[src/hw/mc_link_pkg.sv]
// ----------------------------------------
// Manycore link definitions
// Packet widths and payload types of the
// fwd request and rev response links
// ----------------------------------------

package mc_link_pkg;

  // Fwd request packet width in bits
  localparam int mc_fwd_width_c = 80;

  // Rev response packet width in bits
  localparam int mc_rev_width_c = 40;

  // Request payload, carried as one opaque vector
  typedef logic [mc_fwd_width_c-1:0] mc_fwd_packet_t;

  // Response payload, also opaque
  typedef logic [mc_rev_width_c-1:0] mc_rev_packet_t;

  // The adapters never look inside these vectors.
  // Address, data and opcode fields stay packed as the
  // manycore tile hands them over, and the far end of
  // the network unpacks the same bits unchanged.
  //
  // Both widths set the number of body flits that
  // follow each header on the wormhole side:
  //   fwd  80 bits -> 3 flits of 32
  //   rev  40 bits -> 2 flits of 32
  //
  // The rev net must stay free of fwd traffic so a
  // response can always drain, which is why the two
  // links keep separate adapters.

endpackage

[src/hw/wh_pkg.sv]
// ----------------------------------------
// Wormhole network definitions
// Flit, coordinate and length types and
// the layout of the header flit
// ----------------------------------------

package wh_pkg;

  // Default flit width
  localparam int wh_flit_width_c = 32;

  // Destination coordinate
  localparam int wh_cord_width_c = 8;
  typedef logic [wh_cord_width_c-1:0] wh_cord_t;

  // Body flits that follow the header
  localparam int wh_len_width_c = 4;
  typedef logic [wh_len_width_c-1:0] wh_len_t;

  // Header flit layout
  //   [7:0]   destination coordinate
  //   [11:8]  body length in flits
  //   above   zero
  localparam int wh_cord_lsb_c = 0;
  localparam int wh_len_lsb_c  = 8;

  // A header needs wh_len_lsb_c + wh_len_width_c bits,
  // so any flit width of 12 or more can carry it.
  // Routers only look at the coordinate and length;
  // body flits pass through them untouched until the
  // length count runs out and the worm releases its path.
  // Up to 15 body flits fit the length field.

endpackage

[src/hw/wh_flit_fifo.sv]
// ----------------------------------------
// Flit FIFO
// Small valid/ready buffer ahead of the
// unpacker on the network receive side
// ----------------------------------------

`timescale 1ns/1ps

module wh_flit_fifo
 #(parameter int flit_width_p = 32
  ,parameter int fifo_els_p   = 2
  )
  (input  logic                    clk_i
  ,input  logic                    rst_i

  // Write side
  ,input  logic                    v_i
  ,input  logic [flit_width_p-1:0] data_i
  ,output logic                    ready_o

  // Read side
  ,output logic                    v_o
  ,output logic [flit_width_p-1:0] data_o
  ,input  logic                    ready_i
  );

  localparam int ptr_width_lp = (fifo_els_p > 1) ? $clog2(fifo_els_p) : 1;
  localparam int cnt_width_lp = $clog2(fifo_els_p + 1);

  typedef logic [flit_width_p-1:0] flit_t;
  typedef logic [ptr_width_lp-1:0] ptr_t;
  typedef logic [cnt_width_lp-1:0] cnt_t;

  localparam ptr_t last_ptr_lp = ptr_t'(fifo_els_p - 1);
  localparam cnt_t full_cnt_lp = cnt_t'(fifo_els_p);

  flit_t mem_r [fifo_els_p];
  ptr_t  wr_ptr_r;
  ptr_t  rd_ptr_r;
  cnt_t  count_r;
  logic  enq;
  logic  deq;

  assign ready_o = (count_r != full_cnt_lp);
  assign v_o     = (count_r != '0);
  assign data_o  = mem_r[rd_ptr_r];

  assign enq = v_i & ready_o;
  assign deq = v_o & ready_i;

  always_ff @(posedge clk_i) begin
    if (rst_i) begin
      wr_ptr_r <= '0;
      rd_ptr_r <= '0;
      count_r  <= '0;
    end else begin
      if (enq) begin
        wr_ptr_r <= (wr_ptr_r == last_ptr_lp) ? '0 : ptr_t'(wr_ptr_r + 1'b1);
      end
      if (deq) begin
        rd_ptr_r <= (rd_ptr_r == last_ptr_lp) ? '0 : ptr_t'(rd_ptr_r + 1'b1);
      end
      // Simultaneous push and pop leaves the count alone
      if (enq && !deq) begin
        count_r <= cnt_t'(count_r + 1'b1);
      end else if (deq && !enq) begin
        count_r <= cnt_t'(count_r - 1'b1);
      end
    end
  end

  // Storage
  always_ff @(posedge clk_i) begin
    if (enq) begin
      mem_r[wr_ptr_r] <= data_i;
    end
  end

endmodule

[src/hw/wh_flit_unpacker.sv]
// ----------------------------------------
// Flit unpacker
// Collects a header and its body flits
// and presents them as one wide packet
// ----------------------------------------

`timescale 1ns/1ps

module wh_flit_unpacker
 #(parameter int flit_width_p = 32
  ,parameter int wide_width_p = 80
  )
  (input  logic                    clk_i
  ,input  logic                    rst_i

  // Flits from the buffer
  ,input  logic                    flit_v_i
  ,input  logic [flit_width_p-1:0] flit_i
  ,output logic                    flit_ready_o

  // Rebuilt packet
  ,output logic                    wide_v_o
  ,output logic [wide_width_p-1:0] wide_o
  ,input  logic                    wide_ready_i
  );

  localparam int body_flits_lp = (wide_width_p + flit_width_p - 1) / flit_width_p;
  localparam int padded_width_lp = body_flits_lp * flit_width_p;

  typedef logic [padded_width_lp-1:0] padded_t;

  typedef enum logic [1:0] {
    up_header_s,
    up_body_s,
    up_hold_s
  } up_state_e;

  up_state_e       state_r;
  wh_pkg::wh_len_t len_r;
  wh_pkg::wh_len_t cnt_r;
  wh_pkg::wh_len_t hdr_len;
  padded_t         wide_r;
  logic            flit_xfer;
  logic            last_body;

  assign hdr_len   = flit_i[wh_pkg::wh_len_lsb_c +: wh_pkg::wh_len_width_c];
  assign flit_xfer = flit_v_i & flit_ready_o;
  assign last_body = (wh_pkg::wh_len_t'(cnt_r + 1'b1) == len_r);

  // Stall the buffer while a finished packet waits
  assign flit_ready_o = (state_r != up_hold_s);
  assign wide_v_o     = (state_r == up_hold_s);

  // Padding bits of the last flit fall off here
  assign wide_o = wide_r[wide_width_p-1:0];

  always_ff @(posedge clk_i) begin
    if (rst_i) begin
      state_r <= up_header_s;
      len_r   <= '0;
      cnt_r   <= '0;
    end else begin
      case (state_r)
        up_header_s: begin
          if (flit_xfer) begin
            len_r   <= hdr_len;
            cnt_r   <= '0;
            // Empty body means the packet is already complete
            state_r <= (hdr_len == '0) ? up_hold_s : up_body_s;
          end
        end
        up_body_s: begin
          if (flit_xfer) begin
            cnt_r <= wh_pkg::wh_len_t'(cnt_r + 1'b1);
            if (last_body) begin
              state_r <= up_hold_s;
            end
          end
        end
        up_hold_s: begin
          if (wide_ready_i) begin
            state_r <= up_header_s;
          end
        end
        default: state_r <= up_header_s;
      endcase
    end
  end

  // Body flits land lowest slice first
  always_ff @(posedge clk_i) begin
    if (flit_xfer && (state_r == up_header_s)) begin
      wide_r <= '0;
    end else if (flit_xfer && (state_r == up_body_s) && (cnt_r < body_flits_lp)) begin
      wide_r[cnt_r*flit_width_p +: flit_width_p] <= flit_i;
    end
  end

endmodule

[src/hw/wh_link_adapter.sv]
// ----------------------------------------
// Wormhole link adapter
// One net: packs wide packets into header
// and body flits, unpacks received flits
// ----------------------------------------

`timescale 1ns/1ps

module wh_link_adapter
 #(parameter int flit_width_p = 32
  ,parameter int wide_width_p = 80
  ,parameter int fifo_els_p   = 2
  )
  (input  logic                    clk_i
  ,input  logic                    rst_i
  ,input  wh_pkg::wh_cord_t        dest_cord_i

  // Wide packets from the tile
  ,input  logic                    wide_v_i
  ,input  logic [wide_width_p-1:0] wide_i
  ,output logic                    wide_ready_o

  // Wide packets to the tile
  ,output logic                    wide_v_o
  ,output logic [wide_width_p-1:0] wide_o
  ,input  logic                    wide_ready_i

  // Flits to the network
  ,output logic                    wh_v_o
  ,output logic [flit_width_p-1:0] wh_data_o
  ,input  logic                    wh_ready_i

  // Flits from the network
  ,input  logic                    wh_v_i
  ,input  logic [flit_width_p-1:0] wh_data_i
  ,output logic                    wh_ready_o
  );

  localparam int body_flits_lp = (wide_width_p + flit_width_p - 1) / flit_width_p;
  localparam int padded_width_lp = body_flits_lp * flit_width_p;

  typedef logic [flit_width_p-1:0]    flit_t;
  typedef logic [padded_width_lp-1:0] padded_t;

  localparam wh_pkg::wh_len_t body_len_lp  = wh_pkg::wh_len_t'(body_flits_lp);
  localparam wh_pkg::wh_len_t last_cnt_lp  = wh_pkg::wh_len_t'(body_flits_lp - 1);

  typedef enum logic [1:0] {
    pk_idle_s,
    pk_header_s,
    pk_body_s
  } pk_state_e;

  pk_state_e        state_r;
  wh_pkg::wh_len_t  cnt_r;
  wh_pkg::wh_cord_t cord_r;
  padded_t          pkt_r;
  flit_t            header_flit;
  logic             wide_xfer;
  logic             flit_xfer;

  // Receive path wiring
  logic  fifo_v;
  flit_t fifo_data;
  logic  fifo_ready;

  assign wide_ready_o = (state_r == pk_idle_s);
  assign wide_xfer    = wide_v_i & wide_ready_o;
  assign flit_xfer    = wh_v_o & wh_ready_i;

  // Header from the captured coordinate, length fixed by the packet width
  always_comb begin
    header_flit = '0;
    header_flit[wh_pkg::wh_cord_lsb_c +: wh_pkg::wh_cord_width_c] = cord_r;
    header_flit[wh_pkg::wh_len_lsb_c +: wh_pkg::wh_len_width_c]   = body_len_lp;
  end

  assign wh_v_o    = (state_r != pk_idle_s);
  assign wh_data_o = (state_r == pk_header_s) ? header_flit
                                               : pkt_r[cnt_r*flit_width_p +: flit_width_p];

  always_ff @(posedge clk_i) begin
    if (rst_i) begin
      state_r <= pk_idle_s;
      cnt_r   <= '0;
    end else begin
      case (state_r)
        pk_idle_s: begin
          if (wide_xfer) begin
            state_r <= pk_header_s;
          end
        end
        pk_header_s: begin
          if (flit_xfer) begin
            cnt_r   <= '0;
            state_r <= pk_body_s;
          end
        end
        pk_body_s: begin
          if (flit_xfer) begin
            if (cnt_r == last_cnt_lp) begin
              state_r <= pk_idle_s;
            end else begin
              cnt_r <= wh_pkg::wh_len_t'(cnt_r + 1'b1);
            end
          end
        end
        default: state_r <= pk_idle_s;
      endcase
    end
  end

  // Packet and coordinate held for the whole worm; zero fill above the packet
  always_ff @(posedge clk_i) begin
    if (wide_xfer) begin
      pkt_r  <= padded_t'(wide_i);
      cord_r <= dest_cord_i;
    end
  end

  wh_flit_fifo
 #(.flit_width_p(flit_width_p)
  ,.fifo_els_p  (fifo_els_p  )
  ) i_wh_flit_fifo
  (.clk_i  (clk_i     )
  ,.rst_i  (rst_i     )
  ,.v_i    (wh_v_i    )
  ,.data_i (wh_data_i )
  ,.ready_o(wh_ready_o)
  ,.v_o    (fifo_v    )
  ,.data_o (fifo_data )
  ,.ready_i(fifo_ready)
  );

  wh_flit_unpacker
 #(.flit_width_p(flit_width_p)
  ,.wide_width_p(wide_width_p)
  ) i_wh_flit_unpacker
  (.clk_i       (clk_i       )
  ,.rst_i       (rst_i       )
  ,.flit_v_i    (fifo_v      )
  ,.flit_i      (fifo_data   )
  ,.flit_ready_o(fifo_ready  )
  ,.wide_v_o    (wide_v_o    )
  ,.wide_o      (wide_o      )
  ,.wide_ready_i(wide_ready_i)
  );

endmodule

[src/hw/mc_link_to_wormhole.sv]
// ----------------------------------------
// Manycore link to wormhole bridge
// Separate fwd and rev adapters so that
// requests and responses never block
// ----------------------------------------

`timescale 1ns/1ps

module mc_link_to_wormhole
 #(parameter int flit_width_p = wh_pkg::wh_flit_width_c
  ,parameter int fifo_els_p   = 2
  )
  (input  logic                        clk_i
  ,input  logic                        rst_i
  // Stable while packets are in flight
  ,input  wh_pkg::wh_cord_t            dest_cord_i

  // Manycore fwd requests
  ,input  logic                        mc_fwd_v_i
  ,input  mc_link_pkg::mc_fwd_packet_t mc_fwd_data_i
  ,output logic                        mc_fwd_ready_o
  ,output logic                        mc_fwd_v_o
  ,output mc_link_pkg::mc_fwd_packet_t mc_fwd_data_o
  ,input  logic                        mc_fwd_ready_i

  // Manycore rev responses
  ,input  logic                        mc_rev_v_i
  ,input  mc_link_pkg::mc_rev_packet_t mc_rev_data_i
  ,output logic                        mc_rev_ready_o
  ,output logic                        mc_rev_v_o
  ,output mc_link_pkg::mc_rev_packet_t mc_rev_data_o
  ,input  logic                        mc_rev_ready_i

  // Wormhole fwd net
  ,output logic                        wh_fwd_v_o
  ,output logic [flit_width_p-1:0]     wh_fwd_data_o
  ,input  logic                        wh_fwd_ready_i
  ,input  logic                        wh_fwd_v_i
  ,input  logic [flit_width_p-1:0]     wh_fwd_data_i
  ,output logic                        wh_fwd_ready_o

  // Wormhole rev net
  ,output logic                        wh_rev_v_o
  ,output logic [flit_width_p-1:0]     wh_rev_data_o
  ,input  logic                        wh_rev_ready_i
  ,input  logic                        wh_rev_v_i
  ,input  logic [flit_width_p-1:0]     wh_rev_data_i
  ,output logic                        wh_rev_ready_o
  );

  wh_link_adapter
 #(.flit_width_p(flit_width_p)
  ,.wide_width_p(mc_link_pkg::mc_fwd_width_c)
  ,.fifo_els_p  (fifo_els_p)
  ) i_fwd_adapter
  (.clk_i(clk_i), .rst_i(rst_i), .dest_cord_i(dest_cord_i)
  ,.wide_v_i(mc_fwd_v_i), .wide_i(mc_fwd_data_i), .wide_ready_o(mc_fwd_ready_o)
  ,.wide_v_o(mc_fwd_v_o), .wide_o(mc_fwd_data_o), .wide_ready_i(mc_fwd_ready_i)
  ,.wh_v_o(wh_fwd_v_o), .wh_data_o(wh_fwd_data_o), .wh_ready_i(wh_fwd_ready_i)
  ,.wh_v_i(wh_fwd_v_i), .wh_data_i(wh_fwd_data_i), .wh_ready_o(wh_fwd_ready_o)
  );

  wh_link_adapter
 #(.flit_width_p(flit_width_p)
  ,.wide_width_p(mc_link_pkg::mc_rev_width_c)
  ,.fifo_els_p  (fifo_els_p)
  ) i_rev_adapter
  (.clk_i(clk_i), .rst_i(rst_i), .dest_cord_i(dest_cord_i)
  ,.wide_v_i(mc_rev_v_i), .wide_i(mc_rev_data_i), .wide_ready_o(mc_rev_ready_o)
  ,.wide_v_o(mc_rev_v_o), .wide_o(mc_rev_data_o), .wide_ready_i(mc_rev_ready_i)
  ,.wh_v_o(wh_rev_v_o), .wh_data_o(wh_rev_data_o), .wh_ready_i(wh_rev_ready_i)
  ,.wh_v_i(wh_rev_v_i), .wh_data_i(wh_rev_data_i), .wh_ready_o(wh_rev_ready_o)
  );

endmodule

[config.mk]
export PLATFORM = sky130hd
export DESIGN_NAME = mc_link_to_wormhole
export DESIGN_NICKNAME = d
export VERILOG_FILES = /design/src/hw/mc_link_pkg.sv /design/src/hw/wh_pkg.sv /design/src/hw/wh_flit_fifo.sv /design/src/hw/wh_flit_unpacker.sv /design/src/hw/wh_link_adapter.sv /design/src/hw/mc_link_to_wormhole.sv
export SDC_FILE = /design/constraint.sdc
export NUM_CORES = 1
export LEC_CHECK = 0
export ABC_CLOCK_PERIOD_IN_PS = 10000
export BUFFER_PORTS_ARGS = -buffer_cell sky130_fd_sc_hd__buf_4
export CORE_MARGIN = 2
export CORE_UTILIZATION = 41
export DETAILED_ROUTE_END_ITERATION = 8
export SETUP_SLACK_MARGIN = 0.3
export SLEW_MARGIN = 15
export SYNTH_ARGS = -nofsm -noshare
export SYNTH_HDL_FRONTEND = slang
export SYNTH_SLANG_ARGS = --single-unit
[constraint.sdc]
create_clock -name clk_i -period 10 [get_ports clk_i]
set_input_delay 1 -clock clk_i [delete_from_list [all_inputs] [get_ports clk_i]]
set_output_delay 1 -clock clk_i [all_outputs]
set_load 0.02 [all_outputs]
== After elaboration in Yosys (flattened, before gate mapping) ==
Memory sizes are Yosys's and may differ from the RTL's. A register that Yosys moved wholly into a read port is not among the register bits.
Cells that the tools add are included.

* Word-level logic and storage cells: 184
* Register bits: 336
* Memory bits (writable): 128
* Memories kept: 2
* Input port bits: 202
* Output and inout port bits: 192

* Bitwise gates (word level): 8
* Eq/ne operators: 34
* Shift-type cells: 6
* Reductions and logical operators: 40
* Mux-type cells: 56
* $lt $le $gt $ge: 2
* $add $sub $neg: 14

{| class="wikitable"
|+ Memory list
! memory !! depth !! width !! read ports !! clocked after Yosys merged registers in !! write ports !! line !! source
|-
| i_fwd_adapter.i_wh_flit_fifo.mem_r || 2 || 32 || 1 || 1 || 1 || wh_flit_fifo.sv:37 || <nowiki>flit_t mem_r [fifo_els_p];</nowiki>
|-
| i_rev_adapter.i_wh_flit_fifo.mem_r || 2 || 32 || 1 || 1 || 1 || wh_flit_fifo.sv:37 ||
|}

{| class="wikitable"
|+ Operators by type and width
! operator !! count
|-
| bitwise mux 96 bit || 1
|-
| variable shift 32 x 34 -> 96 bit, first input constant || 1
|-
| variable part select 32 x 34 -> 96 bit || 1
|-
| variable part select 96 x 10 -> 32 bit || 1
|-
| negation 9 -> 34 bit || 2
|-
| bitwise mux 64 bit || 1
|-
| 2-to-1 mux 32 bit || 2
|-
| variable shift 32 x 34 -> 64 bit, first input constant || 1
|-
| variable part select 32 x 34 -> 64 bit || 1
|-
| variable part select 64 x 10 -> 32 bit || 1
|-
| 2-to-1 mux 2 bit || 22
|-
| 2-to-1 mux 4 bit || 10
|-
| one-hot mux 4 bit (2 select lines) || 4
|-
| != test 2 x 1 -> 1 bit, second input constant || 12
|-
| one-hot mux 2 bit (3 select lines) || 4
|-
| AND reduction 4 bit || 6
|-
| != test 2 bit, second input constant || 10
|-
| nonzero test 2 bit || 10
|-
| adder 4 x 1 -> 4 bit, second input constant || 4
|-
| 2-to-1 mux 1 bit || 12
|-
| logical AND 1 bit || 10
|-
| AND 1 bit || 8
|-
| equality test 2 x 1 -> 1 bit, second input constant || 4
|-
| equality test 2 bit, second input constant || 4
|-
| 12 further kinds || 28
|}

== Depth between registers and ports, before layout ==
* Depth after elaboration: 6
* Mapped depth: 10
* Depth with buffers taken out: 7

== Hierarchy ==
Synthesis repeated with hierarchy kept, for this count alone.

* Cell total of the unflattened synthesis: 1213
* Area total of the unflattened synthesis: 16751.1 µm²

{| class="wikitable"
|+ Modules (own cells, without submodules)
! module !! area each (µm²) !! cells an instance !! sequential area each (µm²) !! instances
|-
| wh_flit_fifo || 2524.9 || 124 || 2021.9 || 2
|-
| wh_link_adapter (i_fwd_adapter) || 3801.1 || 259 || 2762.6 || 1
|-
| wh_flit_unpacker (i_fwd_adapter.i_wh_flit_unpacker) || 3604.7 || 359 || 1801.7 || 1
|-
| wh_link_adapter (i_rev_adapter) || 2173.3 || 144 || 1561.5 || 1
|-
| wh_flit_unpacker (i_rev_adapter.i_wh_flit_unpacker) || 2122.0 || 203 || 1001.0 || 1
|}

== Worst setup path before layout ==
OpenSTA, ideal clock, no wires.

* Path kind: in2reg
* Start point: input mc_fwd_v_i
* End point: register i_fwd_adapter.cord_r[0] (enable)
* Path slack: 6.502 ns
* Arrival: 3.041 ns
* Path buffers: 0
* Cell stages on the path: 1
* Cell sequence: and2_1

* Longest elaborated chain between the ends: 1

{| class="wikitable"
|+ Ends and longest elaborated chain
! what !! line !! source
|-
| start, declared || mc_link_to_wormhole.sv:19 || <nowiki>,input logic mc_fwd_v_i</nowiki>
|-
| AND 1 bit || wh_link_adapter.sv:68 || <nowiki>assign wide_xfer = wide_v_i & wide_ready_o;</nowiki>
|-
| end signal, assigned || wh_link_adapter.sv:117 || <nowiki>cord_r <= dest_cord_i;</nowiki>
|-
| end, declared || wh_link_adapter.sv:56 || <nowiki>wh_pkg::wh_cord_t cord_r;</nowiki>
|}

No other way between the ends.
A chain may end at the register's enable or synchronous reset.

== Worst setup path after layout ==
* Start point: register i_fwd_adapter.cnt_r[1]
* End point: output wh_fwd_data_o[22]

* Longest elaborated chain between the ends: 2

{| class="wikitable"
|+ Ends and longest elaborated chain
! what !! line !! source
|-
| start, declared || wh_link_adapter.sv:55 || <nowiki>wh_pkg::wh_len_t cnt_r;</nowiki>
|-
| start signal, assigned || wh_link_adapter.sv:104 || <nowiki>cnt_r <= wh_pkg::wh_len_t'(cnt_r + 1'b1);</nowiki>
|-
| variable part select 96 x 10 -> 32 bit || wh_link_adapter.sv:80 || <nowiki>: pkt_r[cnt_r*flit_width_p +: flit_width_p];</nowiki>
|-
| 2-to-1 mux 32 bit || wh_link_adapter.sv:79 || <nowiki>assign wh_data_o = (state_r == pk_header_s) ? header_flit</nowiki>
|-
| end, declared || mc_link_to_wormhole.sv:36 || <nowiki>,output logic [flit_width_p-1:0] wh_fwd_data_o</nowiki>
|}

No other way between the ends.

==> run summary <==
GP Congestion: 0.822
Fin cells: 2227
Post-cts resize count: 0
Setup_tns: 0 ns
Max Cap Violations: 0
Fill cells: 3427
Critical Path AT: 3.01 ns
Critical path peak fanout: 23
Root Buffer: clkbuf_16
Worst setup SP type: flip-flop
Synth Register Bits: 426
Via count: 11700
Vias in the first global route: 11500
Post-layout min period: 4.01 ns
Die Span Y: 206 um
PortBufs: 393
Reg2reg end: i_fwd_adapter.i_wh_flit_unpacker.wide_r[40]
Worst Hold End: i_rev_adapter.i_wh_flit_unpacker.wide_r[38]
Final WS setup: 5.99 ns
Post-CTS Setup Bufs: 0
Cell area power density: 248 nW/um2
CP Data Required Time: 9.00 ns
Skew-Pair Late Insertion Delay: 0.59 ns
Lkg Pwr: 8.02 nW
Area Growth Syn to Fin: 29.6%
Crit. End Element: primary output
Layout Nets: 1876
Final Max Tran Viols: 0
Overflow after GRT: 0
Global-route usage over all layers: 20.0%
Cell count after synthesis: 1297
Fin area: 21600 um2
Top cell type's share of synthesized area: 47.6%
Reg-to-reg slack, setup: 6.60 ns
RSZ-0062 raised after global routing: false
DRT antenna net count: 0
Worst VDD drop: 0.209 mV
Cell Area, Synth: 16600 um2
Crit Path Class: reg2out
Most frequent cells after synthesis: edfxtp_1 (264), dfxtp_1 (162), a21oi_1 (143)
Clk pin slew, worst setup/hold paths: 0.06 ns
Hold Slack: 0.463 ns
Initial core utilization: 41.7%
Worst r2r src: i_fwd_adapter.i_wh_flit_unpacker.cnt_r[2]
Initial DRC count: 682
TritonCTS buffer count: 46
Clock Skews: 0.0268 ns
Row cnt: 73
Period utilisation layout: 40.1%
Library cells used by synthesis: 60
Endpoints failing setup: 0
Worst slew pin tran: 1.15 ns
Top-count cell post-synth: edfxtp_1
Min-delay src: i_rev_adapter.i_wh_flit_unpacker.wide_r[38]
DP Wirelength: 29300 um
Final Hold Vio Count: 0
Initial antenna violation count: 3
Area leader, netlist: edfxtp_1
WL per Instance: 19.7 um
Top_reg_cell synth: edfxtp_1
Fmax: 0.250 GHz
First-pass GRT wire length: 65000 um
Pin count of the biggest net entering global routing: 89
Net count after synthesis: 1511
Pre-CTS WS: 6.59 ns
Multi-input combinational cell area: 5010 um2
CTS tree: yes
WHS Path Cells: 2
Seq. cell area: 11200 um2
Final WL: 43900 um
Placed inst area: 20000 um2
First-pass iteration count of the detailed router: 5
Fraction of layout cells with a size suffix above 1: 32.1%
Clock buffer depth: 3
Die area: 42200 um2
# DRC: 0
Mean number of vias per cell: 5.24
R2R depth: 7
Slew headroom: 23.2%
Syn avg cell area: 12.8 um2
Yosys warnings: 0
Top Ports: 394
H-tree levels: 2
Clock sink count: 426
Post-synth ARST share: 0%
Outcome: completed
Hold crit path type: reg2reg
Placed Cells incl. Taps: 2137
Synth area leaders: edfxtp_1 (48%), dfxtp_1 (19%), a21oi_1 (4.3%)
CTS Hold Bufs: 0
Post-synth EDFFs: 264
Core area: 39900 um2
Die width: 206 um
Seq/Total Area, Yosys: 67.1%
==> logic make-up (layout without fill, tap and decap cells) <==
kind of cell | Yosys count | after routing | synth area share (%)
AOI/OAI and AO/OA | 316 | 316 | 11.2
xor gates and xnor gates | 20 | 20 | 1.05
other | 0 | 2 | 0
and+or+nand+nor | 306 | 306 | 10.6
muxes | 97 | 97 | 6.03
buffers and inverters | 120 | 523 | 3.10
adders and majority gates | 12 | 12 | 0.902
DFF | 426 | 426 | 67.1
==> layout by cell type, fill, tap and decap left out, drive strengths merged, types with 9 or more instances in the layout <==
cell    count
clkbuf     64
edfxtp    264
a211oi     63
o21ai      72
and2       28
a21oi     143
nor2       67
or3        13
ha         12
nand3      23
buf       407
nand4b     12
nand2      27
or4        23
mux2i      71
dfxtp     162
mux2       26
nand2b      9
inv        31
xor2       12
clkinv     13
nor3       68
==> worst max path at each step <==
stage | startpoint | end | slack (ns) | depth (start not counted)
after global routing | i_fwd_adapter.cnt_r[1] | wh_fwd_data_o[22] | 5.77 | 4
final | i_fwd_adapter.cnt_r[1] | wh_fwd_data_o[22] | 5.99 | 4
after detailed placement | i_fwd_adapter.cnt_r[1] | wh_fwd_data_o[22] | 6.59 | 4
after floorplan | mc_fwd_v_i | i_fwd_adapter.cord_r[0] | 6.50 | 1
after global placement | i_fwd_adapter.cnt_r[1] | wh_fwd_data_o[27] | 6.72 | 4
after CTS | i_fwd_adapter.cnt_r[1] | wh_fwd_data_o[22] | 5.93 | 4
==> worst max-delay path, stage by stage, from the launching register on <==
cell and delay [ns]:
dfxtp_1 0.95, clkinv_1 0.52, nand2b_1 0.63, nor2_1 0.14, buf_4 0.19
==> through the flow <==
stage               util, %  power, W
detailed placement     50.1   0.00367
finish                 54.1   0.00535
global route           54.1   0.00561
CTS                    53.9   0.00541
global placement       50.1   0.00365
floorplan                 -   0.00318
==> area by class of cell <==
class                   instances  share of cell area [%]
well taps                     525                    3.04
multi-input cells             751                    23.2
flip-flops and latches        426                    51.8
clock buffers                  64                    5.88
inverters                      30                   0.522
diodes                          2                  0.0232
repair buffers                407                    14.3
clock inverters                22                    1.22
==> state kept, by name, summed over array words and instances (netlist names), 4 cells and up, named ones only <==
| register | flops |
|---|---|
| i_fwd_adapter.i_wh_flit_unpacker.len_r | 4 |
| i_fwd_adapter.i_wh_flit_unpacker.wide_r | 80 |
| i_fwd_adapter.pkt_r | 80 |
| i_rev_adapter.i_wh_flit_unpacker.cnt_r | 4 |
| i_fwd_adapter.cord_r | 8 |
| i_fwd_adapter.i_wh_flit_fifo.mem_r | 64 |
| i_rev_adapter.cord_r | 8 |
| i_rev_adapter.i_wh_flit_unpacker.wide_r | 40 |
| i_rev_adapter.pkt_r | 40 |
| i_rev_adapter.i_wh_flit_unpacker.len_r | 4 |
| i_rev_adapter.cnt_r | 4 |
| i_rev_adapter.i_wh_flit_fifo.mem_r | 64 |
| i_fwd_adapter.cnt_r | 4 |
| i_fwd_adapter.i_wh_flit_unpacker.cnt_r | 4 |
==> per-layer routing <==
layer  vias to the layer above  wire length [um]  track usage, %  part of all wire [%]
li1                       5610                 -               -                     -
met1                      5654             17900            24.8                    41
met2                       322             21400            32.9                    49
met3                        72              3490            6.34                   7.9
met4                         2              1130            6.81                   2.6
met5                         -                 8               0                 0.018
==> report_power, final <==
part | switching [W] | leakage [nW] | internal [W]
Sequential | 0.000152 | 3.81 | 0.00212
Clock | 0.000699 | 0.742 | 0.00102
Combinational | 0.000860 | 3.47 | 0.000493
Total | 0.00171 | 8.02 | 0.00363
(Power assumes the default switching activity.)
